--- src/logic/corr_defs.svh ---
`ifndef CORR_DEFS_SVH
`define CORR_DEFS_SVH

// ============================================================
// Correlator widths and sizes
// ============================================================

// One I or Q ADC sample
`define CORR_SAMPLE_W 12

// Correlation sums and |I|+|Q| magnitude
`define CORR_ACC_W 24

// Longest code, PRBS-7
`define CORR_MAX_LEN 127

// Buffer address, also the range bin index
`define CORR_ADDR_W 7

// Detection counter, wraps
`define CORR_DET_CNT_W 16

`endif

--- src/logic/corr_pkg.sv ---
package corr_pkg;

`include "corr_defs.svh"

    // ============================================================
    // Datapath types
    // ============================================================

    // Raw ADC word, two's complement
    typedef logic signed [`CORR_SAMPLE_W-1:0] sample_t;

    // Running correlation sum
    typedef logic signed [`CORR_ACC_W-1:0] acc_t;

    // |I|+|Q| estimate and detection threshold
    typedef logic [`CORR_ACC_W-1:0] mag_t;

    // Range bin, doubles as buffer address
    typedef logic [`CORR_ADDR_W-1:0] bin_t;

    // Code selection
    typedef enum logic {
        PRBS_5 = 1'b0,
        PRBS_7 = 1'b1
    } prbs_mode_t;

    // Chips per period for a mode
    function automatic bin_t code_len(input prbs_mode_t mode);
        return (mode == PRBS_7) ? bin_t'(`CORR_MAX_LEN) : bin_t'(31);
    endfunction

endpackage

--- src/logic/sample_capture.sv ---
`timescale 1ns/1ps

module sample_capture
    import corr_pkg::*;
(
    input  logic       clk,
    input  logic       rst_n,
    // ADC side
    input  sample_t    adc_i_i,
    input  sample_t    adc_q_i,
    input  logic       adc_valid_i,
    input  logic       cfg_enable_i,
    input  prbs_mode_t cfg_mode_i,
    output logic       adc_ready_o,
    // Buffer write port
    output logic       wr_en_o,
    output bin_t       wr_addr_o,
    output sample_t    wr_i_o,
    output sample_t    wr_q_o,
    // Frame handshake, request side
    output logic       frame_req_o,
    input  logic       frame_ack_i
);

    bin_t       addr_q;
    prbs_mode_t mode_q;
    bin_t       last_addr;
    logic       frame_req_q;
    logic       accept;

    // Stall the ADC while the engine owns the buffer
    assign adc_ready_o = cfg_enable_i & ~frame_req_q;
    assign accept      = adc_valid_i & adc_ready_o;

    // Final address of this frame
    assign last_addr = code_len(mode_q) - 1'b1;

    // Write goes out in the accept cycle
    assign wr_en_o   = accept;
    assign wr_addr_o = addr_q;
    assign wr_i_o    = adc_i_i;
    assign wr_q_o    = adc_q_i;

    assign frame_req_o = frame_req_q;

    // ============================================================
    // Fill counter and request side of the handshake
    // ============================================================
    always_ff @(posedge clk or negedge rst_n) begin
        if (!rst_n) begin
            addr_q      <= '0;
            mode_q      <= PRBS_5;
            frame_req_q <= 1'b0;
        end else if (frame_req_q) begin
            // Engine done with frame, start refilling
            if (frame_ack_i) begin
                frame_req_q <= 1'b0;
                addr_q      <= '0;
            end
        end else if (accept) begin
            // Frame length fixed by mode at first sample
            if (addr_q == '0) begin
                mode_q <= cfg_mode_i;
            end
            if (addr_q == last_addr) begin
                frame_req_q <= 1'b1;
            end else begin
                addr_q <= addr_q + 1'b1;
            end
        end
    end

    // Next request only once the engine has released its ack
    a_req_after_ack_low: assert property (@(posedge clk) disable iff (!rst_n)
        $rose(frame_req_o) |-> !frame_ack_i);

endmodule

--- src/logic/sample_ram.sv ---
`timescale 1ns/1ps

`include "corr_defs.svh"

module sample_ram
    import corr_pkg::*;
(
    input  logic    clk,
    // Write port, from capture
    input  logic    wr_en_i,
    input  bin_t    wr_addr_i,
    input  sample_t wr_i_i,
    input  sample_t wr_q_i,
    // Read port, from engine
    input  bin_t    rd_addr_i,
    output sample_t rd_i_o,
    output sample_t rd_q_o
);

    localparam int DEPTH  = `CORR_MAX_LEN;
    localparam int WORD_W = 2 * `CORR_SAMPLE_W;

    // Q in upper half, I in lower half
    logic [WORD_W-1:0] mem [DEPTH];
    logic [WORD_W-1:0] rd_word_q;

    always_ff @(posedge clk) begin
        if (wr_en_i) begin
            mem[wr_addr_i] <= {wr_q_i, wr_i_i};
        end
        // One cycle read latency
        rd_word_q <= mem[rd_addr_i];
    end

    // Unpack the pair
    assign rd_i_o = sample_t'(rd_word_q[`CORR_SAMPLE_W-1:0]);
    assign rd_q_o = sample_t'(rd_word_q[WORD_W-1:`CORR_SAMPLE_W]);

endmodule

--- src/logic/prbs_gen.sv ---
`timescale 1ns/1ps

module prbs_gen
    import corr_pkg::*;
(
    input  logic       clk,
    input  logic       rst_n,
    input  prbs_mode_t mode_i,
    input  logic       restart_i,
    input  logic       step_i,
    output logic       chip_o
);

    localparam int LFSR_W = 7;
    localparam logic [LFSR_W-1:0] SEED = '1;

    logic [LFSR_W-1:0] lfsr_q;
    logic [LFSR_W-1:0] lfsr_next;
    logic              feedback;

    // ============================================================
    // Fibonacci feedback, shifting toward the MSB
    // ============================================================
    always_comb begin
        if (mode_i == PRBS_7) begin
            // x^7 + x^6 + 1
            feedback  = lfsr_q[6] ^ lfsr_q[5];
            lfsr_next = {lfsr_q[5:0], feedback};
        end else begin
            // x^5 + x^3 + 1 in low five bits, top two held
            feedback  = lfsr_q[4] ^ lfsr_q[2];
            lfsr_next = {lfsr_q[6:5], lfsr_q[3:0], feedback};
        end
    end

    // Top bit of active width, 1 means +1
    assign chip_o = (mode_i == PRBS_7) ? lfsr_q[6] : lfsr_q[4];

    always_ff @(posedge clk or negedge rst_n) begin
        if (!rst_n) begin
            lfsr_q <= SEED;
        end else if (restart_i) begin
            // Restart wins over step
            lfsr_q <= SEED;
        end else if (step_i) begin
            lfsr_q <= lfsr_next;
        end
    end

    // Lock-up state of the active width never reached from the seed
    a_lfsr_nonzero: assert property (@(posedge clk) disable iff (!rst_n)
        (mode_i == PRBS_7) ? (lfsr_q != '0) : (lfsr_q[4:0] != '0));

endmodule

--- src/logic/corr_engine.sv ---
`timescale 1ns/1ps

module corr_engine
    import corr_pkg::*;
(
    input  logic       clk,
    input  logic       rst_n,
    input  prbs_mode_t cfg_mode_i,
    // Frame handshake, acknowledge side
    input  logic       frame_req_i,
    output logic       frame_ack_o,
    // Buffer read port
    output bin_t       rd_addr_o,
    input  sample_t    rd_i_i,
    input  sample_t    rd_q_i,
    // Code generator control
    output logic       prbs_restart_o,
    output logic       prbs_step_o,
    output prbs_mode_t prbs_mode_o,
    input  logic       prbs_chip_i,
    // Per-bin results
    output acc_t       corr_i_o,
    output acc_t       corr_q_o,
    output bin_t       corr_bin_o,
    output logic       corr_valid_o,
    output logic       corr_last_o
);

    typedef enum logic [2:0] {
        S_IDLE,
        S_RUN,
        S_DRAIN,
        S_OUTPUT,
        S_ACK
    } state_t;

    state_t     state_q;
    prbs_mode_t mode_q;
    bin_t       last_idx;
    bin_t       bin_q;
    bin_t       addr_q;
    bin_t       tap_q;
    logic       bin_last;
    logic       tap_last;
    logic       start_bin;
    logic       data_vld_q;
    logic       chip_q;
    acc_t       acc_i_q;
    acc_t       acc_q_q;

    // L-1 for the latched mode
    assign last_idx = code_len(mode_q) - 1'b1;
    assign bin_last = (bin_q == last_idx);
    assign tap_last = (tap_q == last_idx);

    // New bin on frame arrival or after a non-final output
    assign start_bin = ((state_q == S_IDLE) && frame_req_i) ||
                       ((state_q == S_OUTPUT) && !bin_last);

    // ============================================================
    // Bin sequencer
    // ============================================================
    always_ff @(posedge clk or negedge rst_n) begin
        if (!rst_n) begin
            state_q <= S_IDLE;
            mode_q  <= PRBS_5;
            bin_q   <= '0;
            addr_q  <= '0;
            tap_q   <= '0;
        end else begin
            case (state_q)
                S_IDLE: begin
                    if (frame_req_i) begin
                        mode_q  <= cfg_mode_i;
                        bin_q   <= '0;
                        addr_q  <= '0;
                        tap_q   <= '0;
                        state_q <= S_RUN;
                    end
                end
                S_RUN: begin
                    // Circular walk starting at the bin
                    tap_q  <= tap_q + 1'b1;
                    addr_q <= (addr_q == last_idx) ? '0 : addr_q + 1'b1;
                    if (tap_last) begin
                        state_q <= S_DRAIN;
                    end
                end
                // Last read word still in flight
                S_DRAIN: state_q <= S_OUTPUT;
                S_OUTPUT: begin
                    if (bin_last) begin
                        state_q <= S_ACK;
                    end else begin
                        bin_q   <= bin_q + 1'b1;
                        addr_q  <= bin_q + 1'b1;
                        tap_q   <= '0;
                        state_q <= S_RUN;
                    end
                end
                S_ACK: begin
                    // Hold ack until capture drops its request
                    if (!frame_req_i) begin
                        state_q <= S_IDLE;
                    end
                end
                default: state_q <= S_IDLE;
            endcase
        end
    end

    // ============================================================
    // Multiply-accumulate, chip delayed to meet RAM data
    // ============================================================
    always_ff @(posedge clk or negedge rst_n) begin
        if (!rst_n) begin
            data_vld_q <= 1'b0;
        end else begin
            data_vld_q <= (state_q == S_RUN);
        end
    end

    always_ff @(posedge clk) begin
        chip_q <= prbs_chip_i;
        if (start_bin) begin
            acc_i_q <= '0;
            acc_q_q <= '0;
        end else if (data_vld_q) begin
            // BPSK, chip 1 adds and chip 0 subtracts
            if (chip_q) begin
                acc_i_q <= acc_i_q + acc_t'(rd_i_i);
                acc_q_q <= acc_q_q + acc_t'(rd_q_i);
            end else begin
                acc_i_q <= acc_i_q - acc_t'(rd_i_i);
                acc_q_q <= acc_q_q - acc_t'(rd_q_i);
            end
        end
    end

    assign rd_addr_o      = addr_q;
    assign prbs_restart_o = start_bin;
    assign prbs_step_o    = (state_q == S_RUN);
    assign prbs_mode_o    = mode_q;
    assign frame_ack_o    = (state_q == S_ACK);

    // Sums are final for the whole output cycle
    assign corr_i_o     = acc_i_q;
    assign corr_q_o     = acc_q_q;
    assign corr_bin_o   = bin_q;
    assign corr_valid_o = (state_q == S_OUTPUT);
    assign corr_last_o  = corr_valid_o && bin_last;

    // Ack only ever answers a pending request from capture
    a_ack_needs_req: assert property (@(posedge clk) disable iff (!rst_n)
        $rose(frame_ack_o) |-> frame_req_i);

endmodule

--- src/logic/peak_detector.sv ---
`timescale 1ns/1ps

`include "corr_defs.svh"

module peak_detector
    import corr_pkg::*;
(
    input  logic                       clk,
    input  logic                       rst_n,
    input  acc_t                       corr_i_i,
    input  acc_t                       corr_q_i,
    input  bin_t                       corr_bin_i,
    input  logic                       corr_valid_i,
    input  mag_t                       cfg_threshold_i,
    output mag_t                       det_mag_o,
    output bin_t                       det_bin_o,
    output logic                       det_valid_o,
    output logic [`CORR_DET_CNT_W-1:0] det_count_o
);

    mag_t abs_i;
    mag_t abs_q;
    mag_t mag;
    logic hit;

    // Two's complement magnitude
    function automatic mag_t abs_val(input acc_t x);
        return (x < 0) ? mag_t'(-x) : mag_t'(x);
    endfunction

    // ============================================================
    // |I|+|Q| estimate and strict threshold
    // ============================================================
    assign abs_i = abs_val(corr_i_i);
    assign abs_q = abs_val(corr_q_i);
    assign mag   = abs_i + abs_q;
    assign hit   = corr_valid_i && (mag > cfg_threshold_i);

    always_ff @(posedge clk or negedge rst_n) begin
        if (!rst_n) begin
            det_valid_o <= 1'b0;
            det_count_o <= '0;
        end else begin
            det_valid_o <= hit;
            // Free-running, wraps
            if (hit) begin
                det_count_o <= det_count_o + 1'b1;
            end
        end
    end

    // Detection payload, held until next hit
    always_ff @(posedge clk) begin
        if (hit) begin
            det_mag_o <= mag;
            det_bin_o <= corr_bin_i;
        end
    end

endmodule

--- src/logic/prbs_corr_top.sv ---
`timescale 1ns/1ps

`include "corr_defs.svh"

module prbs_corr_top
    import corr_pkg::*;
(
    input  logic                       clk,
    input  logic                       rst_n,
    // ADC stream
    input  sample_t                    adc_i_i,
    input  sample_t                    adc_q_i,
    input  logic                       adc_valid_i,
    output logic                       adc_ready_o,
    // Configuration
    input  logic                       cfg_enable_i,
    input  prbs_mode_t                 cfg_mode_i,
    input  mag_t                       cfg_threshold_i,
    // Correlation results
    output acc_t                       corr_i_o,
    output acc_t                       corr_q_o,
    output bin_t                       corr_bin_o,
    output logic                       corr_valid_o,
    output logic                       corr_last_o,
    // Detections
    output mag_t                       det_mag_o,
    output bin_t                       det_bin_o,
    output logic                       det_valid_o,
    output logic [`CORR_DET_CNT_W-1:0] det_count_o
);

    // ============================================================
    // Internal nets
    // ============================================================

    // Capture to buffer
    logic       wr_en;
    bin_t       wr_addr;
    sample_t    wr_i;
    sample_t    wr_q;

    // Frame handshake
    logic       frame_req;
    logic       frame_ack;

    // Buffer to engine
    bin_t       rd_addr;
    sample_t    rd_i;
    sample_t    rd_q;

    // Engine to code generator
    logic       prbs_restart;
    logic       prbs_step;
    prbs_mode_t prbs_mode;
    logic       prbs_chip;

    sample_capture u_sample_capture (
        .clk          (clk),
        .rst_n        (rst_n),
        .adc_i_i      (adc_i_i),
        .adc_q_i      (adc_q_i),
        .adc_valid_i  (adc_valid_i),
        .cfg_enable_i (cfg_enable_i),
        .cfg_mode_i   (cfg_mode_i),
        .adc_ready_o  (adc_ready_o),
        .wr_en_o      (wr_en),
        .wr_addr_o    (wr_addr),
        .wr_i_o       (wr_i),
        .wr_q_o       (wr_q),
        .frame_req_o  (frame_req),
        .frame_ack_i  (frame_ack)
    );

    sample_ram u_sample_ram (
        .clk       (clk),
        .wr_en_i   (wr_en),
        .wr_addr_i (wr_addr),
        .wr_i_i    (wr_i),
        .wr_q_i    (wr_q),
        .rd_addr_i (rd_addr),
        .rd_i_o    (rd_i),
        .rd_q_o    (rd_q)
    );

    prbs_gen u_prbs_gen (
        .clk       (clk),
        .rst_n     (rst_n),
        .mode_i    (prbs_mode),
        .restart_i (prbs_restart),
        .step_i    (prbs_step),
        .chip_o    (prbs_chip)
    );

    corr_engine u_corr_engine (
        .clk            (clk),
        .rst_n          (rst_n),
        .cfg_mode_i     (cfg_mode_i),
        .frame_req_i    (frame_req),
        .frame_ack_o    (frame_ack),
        .rd_addr_o      (rd_addr),
        .rd_i_i         (rd_i),
        .rd_q_i         (rd_q),
        .prbs_restart_o (prbs_restart),
        .prbs_step_o    (prbs_step),
        .prbs_mode_o    (prbs_mode),
        .prbs_chip_i    (prbs_chip),
        .corr_i_o       (corr_i_o),
        .corr_q_o       (corr_q_o),
        .corr_bin_o     (corr_bin_o),
        .corr_valid_o   (corr_valid_o),
        .corr_last_o    (corr_last_o)
    );

    // Detector taps the result bus directly
    peak_detector u_peak_detector (
        .clk             (clk),
        .rst_n           (rst_n),
        .corr_i_i        (corr_i_o),
        .corr_q_i        (corr_q_o),
        .corr_bin_i      (corr_bin_o),
        .corr_valid_i    (corr_valid_o),
        .cfg_threshold_i (cfg_threshold_i),
        .det_mag_o       (det_mag_o),
        .det_bin_o       (det_bin_o),
        .det_valid_o     (det_valid_o),
        .det_count_o     (det_count_o)
    );

endmodule

--- config.mk ---
export PLATFORM = sky130hd
export DESIGN_NAME = prbs_corr_top
export DESIGN_NICKNAME = d
export VERILOG_FILES = /design/src/logic/corr_pkg.sv /design/src/logic/sample_capture.sv /design/src/logic/sample_ram.sv /design/src/logic/prbs_gen.sv /design/src/logic/corr_engine.sv /design/src/logic/peak_detector.sv /design/src/logic/prbs_corr_top.sv
export VERILOG_INCLUDE_DIRS = /design/src /design/src/logic
export SDC_FILE = /design/constraint.sdc
export NUM_CORES = 2
export LEC_CHECK = 0
export BUFFER_PORTS_ARGS = -buffer_cell sky130_fd_sc_hd__buf_4
export CAP_MARGIN = 20
export CORE_AREA = 2 2 512 514
export CTS_CLUSTER_DIAMETER = 50
export CTS_CLUSTER_SIZE = 40
export DETAILED_ROUTE_END_ITERATION = 6
export DIE_AREA = 0 0 514 516
export GPL_TIMING_DRIVEN = 0
export PLACE_DENSITY_LB_ADDON = 0.15
export REMOVE_ABC_BUFFERS = 1
export SLEW_MARGIN = 25
export SYNTH_ARGS = -nofsm -noshare
export SYNTH_HDL_FRONTEND = slang
export SYNTH_HIERARCHICAL = 1
export SYNTH_SLANG_ARGS = --single-unit
--- constraint.sdc ---
create_clock -name clk -period 8.15 [get_ports clk]
set_clock_uncertainty 0.05 [all_clocks]
set_input_delay 2.0375 -clock clk [delete_from_list [all_inputs] [get_ports clk]]
set_output_delay 2.0375 -clock clk [all_outputs]
set_load 0.02 [all_outputs]
* After elaboration in Yosys (flattened, before gate mapping)
Memories as Yosys holds them, arrays and structs flattened. A register that Yosys moved wholly into a read port is not among the register bits.
Index checks and enable logic that the tools add are counted.
** Word-level totals
- Register bits :: 139
- Bits in writable memories :: 3048
- Bits of input ports :: 53
- Output and inout bits :: 106
- Logic and storage cells :: 107
- Memories kept :: 1
** Memories
- u_sample_ram.mem :: words 127, width 24, read ports 1, clocked after Yosys merged registers in 1, write ports 1, RTL line sample_ram.sv:24 : logic [WORD_W-1:0] mem [DEPTH];
** Cells by class
- Add/sub/neg operators :: 14
- Magnitude comparators :: 3
- Equal/unequal tests :: 14
- Muxes and demuxes :: 32
- Bitwise gates (word level) :: 5
- Reduce and logical (&&, ||, !) cells :: 20
** Operators with widths (number)
- two-way mux 24 bit :: 4
- two-way mux 7 bit :: 13
- adder 24 x 12 -> 24 bit :: 2
- < comparator 24 x 1 -> 1 bit, second input constant :: 2
- negation 24 bit :: 2
- subtractor 24 x 12 -> 24 bit :: 2
- one-hot mux 7 bit (3 select lines) :: 2
- adder 7 x 1 -> 7 bit, second input constant :: 4
- equality test 7 bit :: 4
- adder 24 bit :: 1
- > comparator 24 bit :: 1
- adder 16 x 1 -> 16 bit, second input constant :: 1
- one-hot mux 3 bit (5 select lines) :: 1
- AND reduction 3 bit :: 5
- one-hot mux 7 bit (2 select lines) :: 1
- subtractor 7 x 1 -> 7 bit, second input constant :: 2
- two-way mux 3 bit :: 4
- != test 2 bit, second input constant :: 4
- nonzero test 2 bit :: 4
- zero test 7 bit :: 1
- two-way mux 1 bit :: 7
- equality test 3 x 2 -> 1 bit, second input constant :: 2
- logical AND 1 bit :: 4
- != test 2 x 1 -> 1 bit, second input constant :: 2
- other kinds (10) :: 13

* Logic depth before layout (Yosys ltp)
- Word-level depth :: 8
- Gate-level depth with buffers :: 25

* Modules after synthesis
Netlist, hierarchy kept.
** By module, submodules not included
- sample_ram :: times used 1, cells each 5044, area each 117456.4 um^2, seq. area each 92008.2 um^2
- corr_engine :: times used 1, cells each 783, area each 6339.8 um^2, seq. area each 1631.6 um^2
- peak_detector :: times used 1, cells each 466, area each 4356.7 um^2, seq. area each 1356.3 um^2
- sample_capture :: times used 1, cells each 85, area each 754.5 um^2, seq. area each 225.2 um^2
- prbs_gen :: times used 1, cells each 29, area each 350.3 um^2, seq. area each 183.9 um^2

* Worst setup path after synthesis
Ideal clock, no wire load.
- Path kind :: register to register
- From :: register u_corr_engine.acc_q_q[3], in the netlist u_corr_engine/corr_q_o[3]
- To :: register u_peak_detector.det_count_o[13]
- Library setup time :: 0.130 ns
- Data arrival time :: 6.245 ns
- Required time :: 7.970 ns
- Path slack :: 1.725 ns
- Cell stages (with the launch flop) :: 24
- Buffers on the path :: 2
- Period minus slack after synthesis :: 6.425 ns
- Cell sequence :: dfxtp_1 or4_1 or3_4 nor3_1 nand3_1 o21ai_0 xnor2_1 ha_1 a21o_1 or4b_2 o211ai_1 nand3b_1 a311oi_1 xnor2_1 ha_1 nand4_1 or2_2 nor4_1 o31a_1 o211a_1 buf_2 buf_2 nand4_1 xnor2_1
** Between the ends
- Longest elaborated chain between the ends :: 5
** RTL lines
- start: declaration :: RTL line corr_engine.sv:49 : acc_t acc_q_q;
- start signal: assignment :: RTL line corr_engine.sv:132 : acc_q_q <= acc_q_q + acc_t'(rd_q_i);
- start signal: assignment :: RTL line corr_engine.sv:135 : acc_q_q <= acc_q_q - acc_t'(rd_q_i);
- negation 24 bit / < comparator 24 x 1 -> 1 bit (equally long branches) :: RTL line peak_detector.sv:28 : return (x < 0) ? mag_t'(-x) : mag_t'(x);
- two-way mux 24 bit (*) :: RTL line peak_detector.sv:28
- adder 24 bit (*) :: RTL line peak_detector.sv:36 : assign mag = abs_i + abs_q;
- via u_peak_detector.mag[22] :: RTL line peak_detector.sv:23 : mag_t mag;
- > comparator 24 bit (*) :: RTL line peak_detector.sv:37 : assign hit = corr_valid_i && (mag > cfg_threshold_i);
- logical AND 1 bit (*) :: RTL line peak_detector.sv:37
- via u_peak_detector.hit :: RTL line peak_detector.sv:24 : logic hit;
- end signal: assignment :: RTL line peak_detector.sv:47 : det_count_o <= det_count_o + 1'b1;
- end: declaration :: RTL line peak_detector.sv:18 : output logic [`CORR_DET_CNT_W-1:0] det_count_o
Mark *: on every way through the listed nets, which the timed path passes. The rest lies on a longest branch.
A chain may end at the register's enable or synchronous reset.

* Final worst setup path
- From :: register u_corr_engine.acc_q_q[5], in the netlist u_corr_engine/corr_q_o[5]
- To :: register u_peak_detector.det_count_o[1]
** Between the ends
- Longest elaborated chain between the ends :: 5
** RTL lines (RTL line)
- negation 24 bit / < comparator 24 x 1 -> 1 bit (equally long branches) :: peak_detector.sv:28
- two-way mux 24 bit (*) :: peak_detector.sv:28
- adder 24 bit (*) :: peak_detector.sv:36
- via u_peak_detector.mag[22] :: peak_detector.sv:23
- > comparator 24 bit (*) :: peak_detector.sv:37
- logical AND 1 bit (*) :: peak_detector.sv:37
Marks and branches as above.

==> reports/results.ini <==
[run_status]
outcome = finished with violations
violations = antenna rules

[cts]
clk_latency_ps = 970
cts_sinks = 3211
clkSlewWorstSetupHoldPaths_ps = 80
cts_resized = 0
hold_buffers = 0
clockRootBuffer = clkbuf_16
cts_setup_buffers = 0
cts_tree = built
cts_buffers = 302
clockBufferDepth = 4
htreeDepth = 5

[route]
vias = 65300
drcViolationCount = 0
drt-pass1-iter-count = 6
wirelength_um = 327000
vias_per_cell = 6.27
wl_per_cell_um = 31.4
dr.first_iter.drc_count = 7101
postRouteAntennaNets = 1

[synthesis]
synth_cell_types = 100
synth-seq-cells = 3211
synth-main-ff-cell = edfxtp_1
yosysSeqAreaShare = 0.738
synth_edf_count = 3079
netlist_instances = 6407
async_flop_share = 0.0184
syn_area_per_cell_sq_um = 20.2
ys_warn_count = 6
netlist_area_sq_mm = 0.129

[timing]
tns_ps = 0
rsz0062_at_grt = false
setup_slack_ps = 810
setup_viol = 0
hold_viol = 0
fmax_mhz = 136
timing.hold.ws_ps = 419
finalCritPeriodShare = 0.901
drv_slew = 0
worstMarginPinSlew_ps = 1240
relSlewSlack = 0.173
period_needed_ps = 7340

[worst_hold_path]
whs_path_depth = 1
min_to = u_peak_detector/det_count_o[15]
worstHoldStart = u_peak_detector/det_count_o[15]
hold_class = reg2reg

[worst_setup_path]
reg2reg_slack_ps = 810
end_kind = flip-flop
cpPeakStageDelay_ps = 670
crit_family = simple AND/OR/NAND/NOR gates
rr_endpoint = u_peak_detector/det_count_o[1]
rr_worst_depth = 20
worstReg2RegStart = u_corr_engine/corr_q_o[5]
slowest_stage = or4b_2
worst-setup-path-type = reg2reg
cp.arrival_ps = 8110
start_kind = flip-flop
worst-path-buf-inv = 0
crit_path_max_fanout = 48
crit_required_ps = 8920
path_cells = or4_1, or3_4, nor3_1, nand3_1, o21ai_0, xnor2_1, ha_1, a21o_1, or4b_2, o211ai_1, nand3b_1, a311oi_1, xnor2_1, ha_1, nand4_1, or2_2, nor4_1, o31a_1, o211a_4, mux2_2

[finish]
syn_to_final_growth_pct = 16.0
fillCellCount = 18700
layout-drive-gt1-share = 0.281
fin_nets = 6948
utilization = 0.578
final_area_sq_mm = 0.150
stdcell_count = 10400

[global_route]
grt_pass1_wl_um = 470000
track_usage = 0.246
grt_overflow = 0
first_global_vias = 65200
grt_max_degree = 128
antenna_found_initial = 14

[placed_design]
placedInstanceArea_sq_mm = 0.139
globalplace.congestion = 0.850
dpl.hpwl_um = 206000
post-place-ws_ps = 900
portBuffers = 158
placed_cells = 9859

[pwr]
total_power_mw = 46.9
power.leakage_nw = 47.5
irDropWorstVdd_mv = 0.282
powerDensity_mw_per_mm2 = 313

[floorplanning]
initial_core_util = 0.499
coreArea_sq_mm = 0.259
die-area_sq_mm = 0.265
die_h_um = 516
die_w_um = 514
pin_count = 159
rows = 187

[flow_run]
maxCapViolations = 0

==> layout make-up <==
type,instances,area (sq um),area share
diodes,11,27.5,0.000184
clock buffers,324,7750,0.0517
clock inverters,207,2490,0.0166
inverters,72,272,0.00181
multi-input cells,2780,32900,0.219
flip-flops and latches,3211,95400,0.636
well taps,3402,4260,0.0284
repair buffers,404,6870,0.0458
==> cell families (layout without fill, tap and decap cells) <==
| family | Yosys count | count (layout) | share of synthesized area |
|---|---|---|---|
| DFF | 3211 | 3211 | 0.738 |
| muxes | 1075 | 1075 | 0.158 |
| adders and majority gates | 124 | 124 | 0.0122 |
| other | 0 | 11 | 0 |
| and+or+nand+nor | 721 | 721 | 0.0272 |
| xor gates and xnor gates | 145 | 145 | 0.00983 |
| buffers and inverters | 416 | 1007 | 0.0168 |
| AOI/OAI and AO/OA | 715 | 715 | 0.0375 |
==> routing by layer <==
layer | vias up | global-route usage | part of all wire | wire length, um
li1 | 27400 | - | - | -
met1 | 34900 | 0.348 | 0.41 | 134000
met2 | 2558 | 0.400 | 0.49 | 159000
met3 | 468 | 0.0379 | 0.073 | 23800
met4 | 8 | 0.0746 | 0.032 | 10400
met5 | - | 0 | 0.00017 | 57
==> layout by cell type, fill, tap and decap left out, drive strengths merged, types with 13 or more instances in the layout <==
| cell | instances |
|---|---|
| a211oi | 70 |
| a21o | 39 |
| a21oi | 156 |
| a22oi | 113 |
| a31oi | 32 |
| and2 | 26 |
| and3 | 24 |
| buf | 394 |
| bufinv | 22 |
| clkbuf | 334 |
| clkinv | 86 |
| clkinvlp | 19 |
| dfrtp | 52 |
| dfxtp | 73 |
| edfxtp | 3079 |
| ha | 121 |
| inv | 152 |
| mux2 | 48 |
| mux2i | 255 |
| mux4 | 772 |
| nand2 | 197 |
| nand3 | 55 |
| nand4 | 38 |
| nor2 | 229 |
| nor2b | 42 |
| nor3 | 41 |
| o211ai | 31 |
| o21ai | 104 |
| o22ai | 43 |
| o31ai | 23 |
| or4 | 13 |
| xnor2 | 99 |
| xor2 | 46 |
==> power breakdown <==
part | total (mW) | internal [mW] | switching [mW]
logic | 13.3 | 6.03 | 7.30
clock network | 14.5 | 7.91 | 6.64
registers | 19.0 | 18.5 | 0.542
==> Yosys cell counts, drive strengths merged, types with 38 or more instances <==
cell type	instances	area (sq um)
edfxtp	3079	92500
mux4	772	17400
mux2i	255	2550
nor2	229	865
buf	207	1380
nand2	197	744
a21oi	156	811
clkbuf	137	515
ha	121	1510
a22oi	113	848
o21ai	104	528
xnor2	99	867
dfxtp	73	1460
inv	71	267
a211oi	70	561
nand3	55	275
dfrtp	52	1300
mux2	48	541
xor2	46	403
o22ai	43	269
nor2b	42	263
nor3	41	221
a21o	39	293
nand4	38	238
==> worst max path at each step <==
| stage | cells past startpoint | from | end | slack (ps) |
|---|---|---|---|---|
| 4_1_cts | 21 | u_corr_engine/corr_q_o[5] | u_peak_detector/det_count_o[9] | 820 |
| 6_report | 20 | u_corr_engine/corr_q_o[5] | u_peak_detector/det_count_o[1] | 810 |
| 3_3_place_gp | 5 | u_corr_engine/rd_addr_o[0] | u_sample_ram/rd_word_q[10] | -41220 |
| 3_5_place_dp | 20 | u_corr_engine/corr_q_o[5] | u_peak_detector/det_count_o[1] | 900 |
| 2_1_floorplan | 6 | u_corr_engine/rd_addr_o[0] | u_sample_ram/rd_word_q[4] | -23880 |
| 5_1_grt | 21 | u_corr_engine/corr_q_o[5] | u_peak_detector/det_count_o[9] | 470 |
==> state kept, by name, indices dropped and copies added, names as in the netlist, 3 cells and up <==
register / count
u_peak_detector/det_bin_o: 7
u_sample_capture/wr_addr_o: 7
u_sample_ram/rd_word_q: 24
u_peak_detector/det_count_o: 16
u_corr_engine/corr_bin_o: 7
u_corr_engine/rd_addr_o: 7
u_peak_detector/det_mag_o: 24
u_corr_engine/tap_q: 7
u_prbs_gen/lfsr_q: 7
u_corr_engine/state_q: 3
u_corr_engine/corr_q_o: 24
u_sample_ram/mem: 3048
u_corr_engine/corr_i_o: 24
==> worst reg2reg max path: cells and delay by family, from the launching register on <==
kind | cells | cell delay (ps)
DFF | 1 | 390
muxes | 1 | 420
and+or+nand+nor | 9 | 3500
AOI/OAI and AO/OA | 6 | 1970
adders and majority gates | 2 | 600
xor gates and xnor gates | 2 | 290
Note: power is estimated with default switching activity, not from simulation.
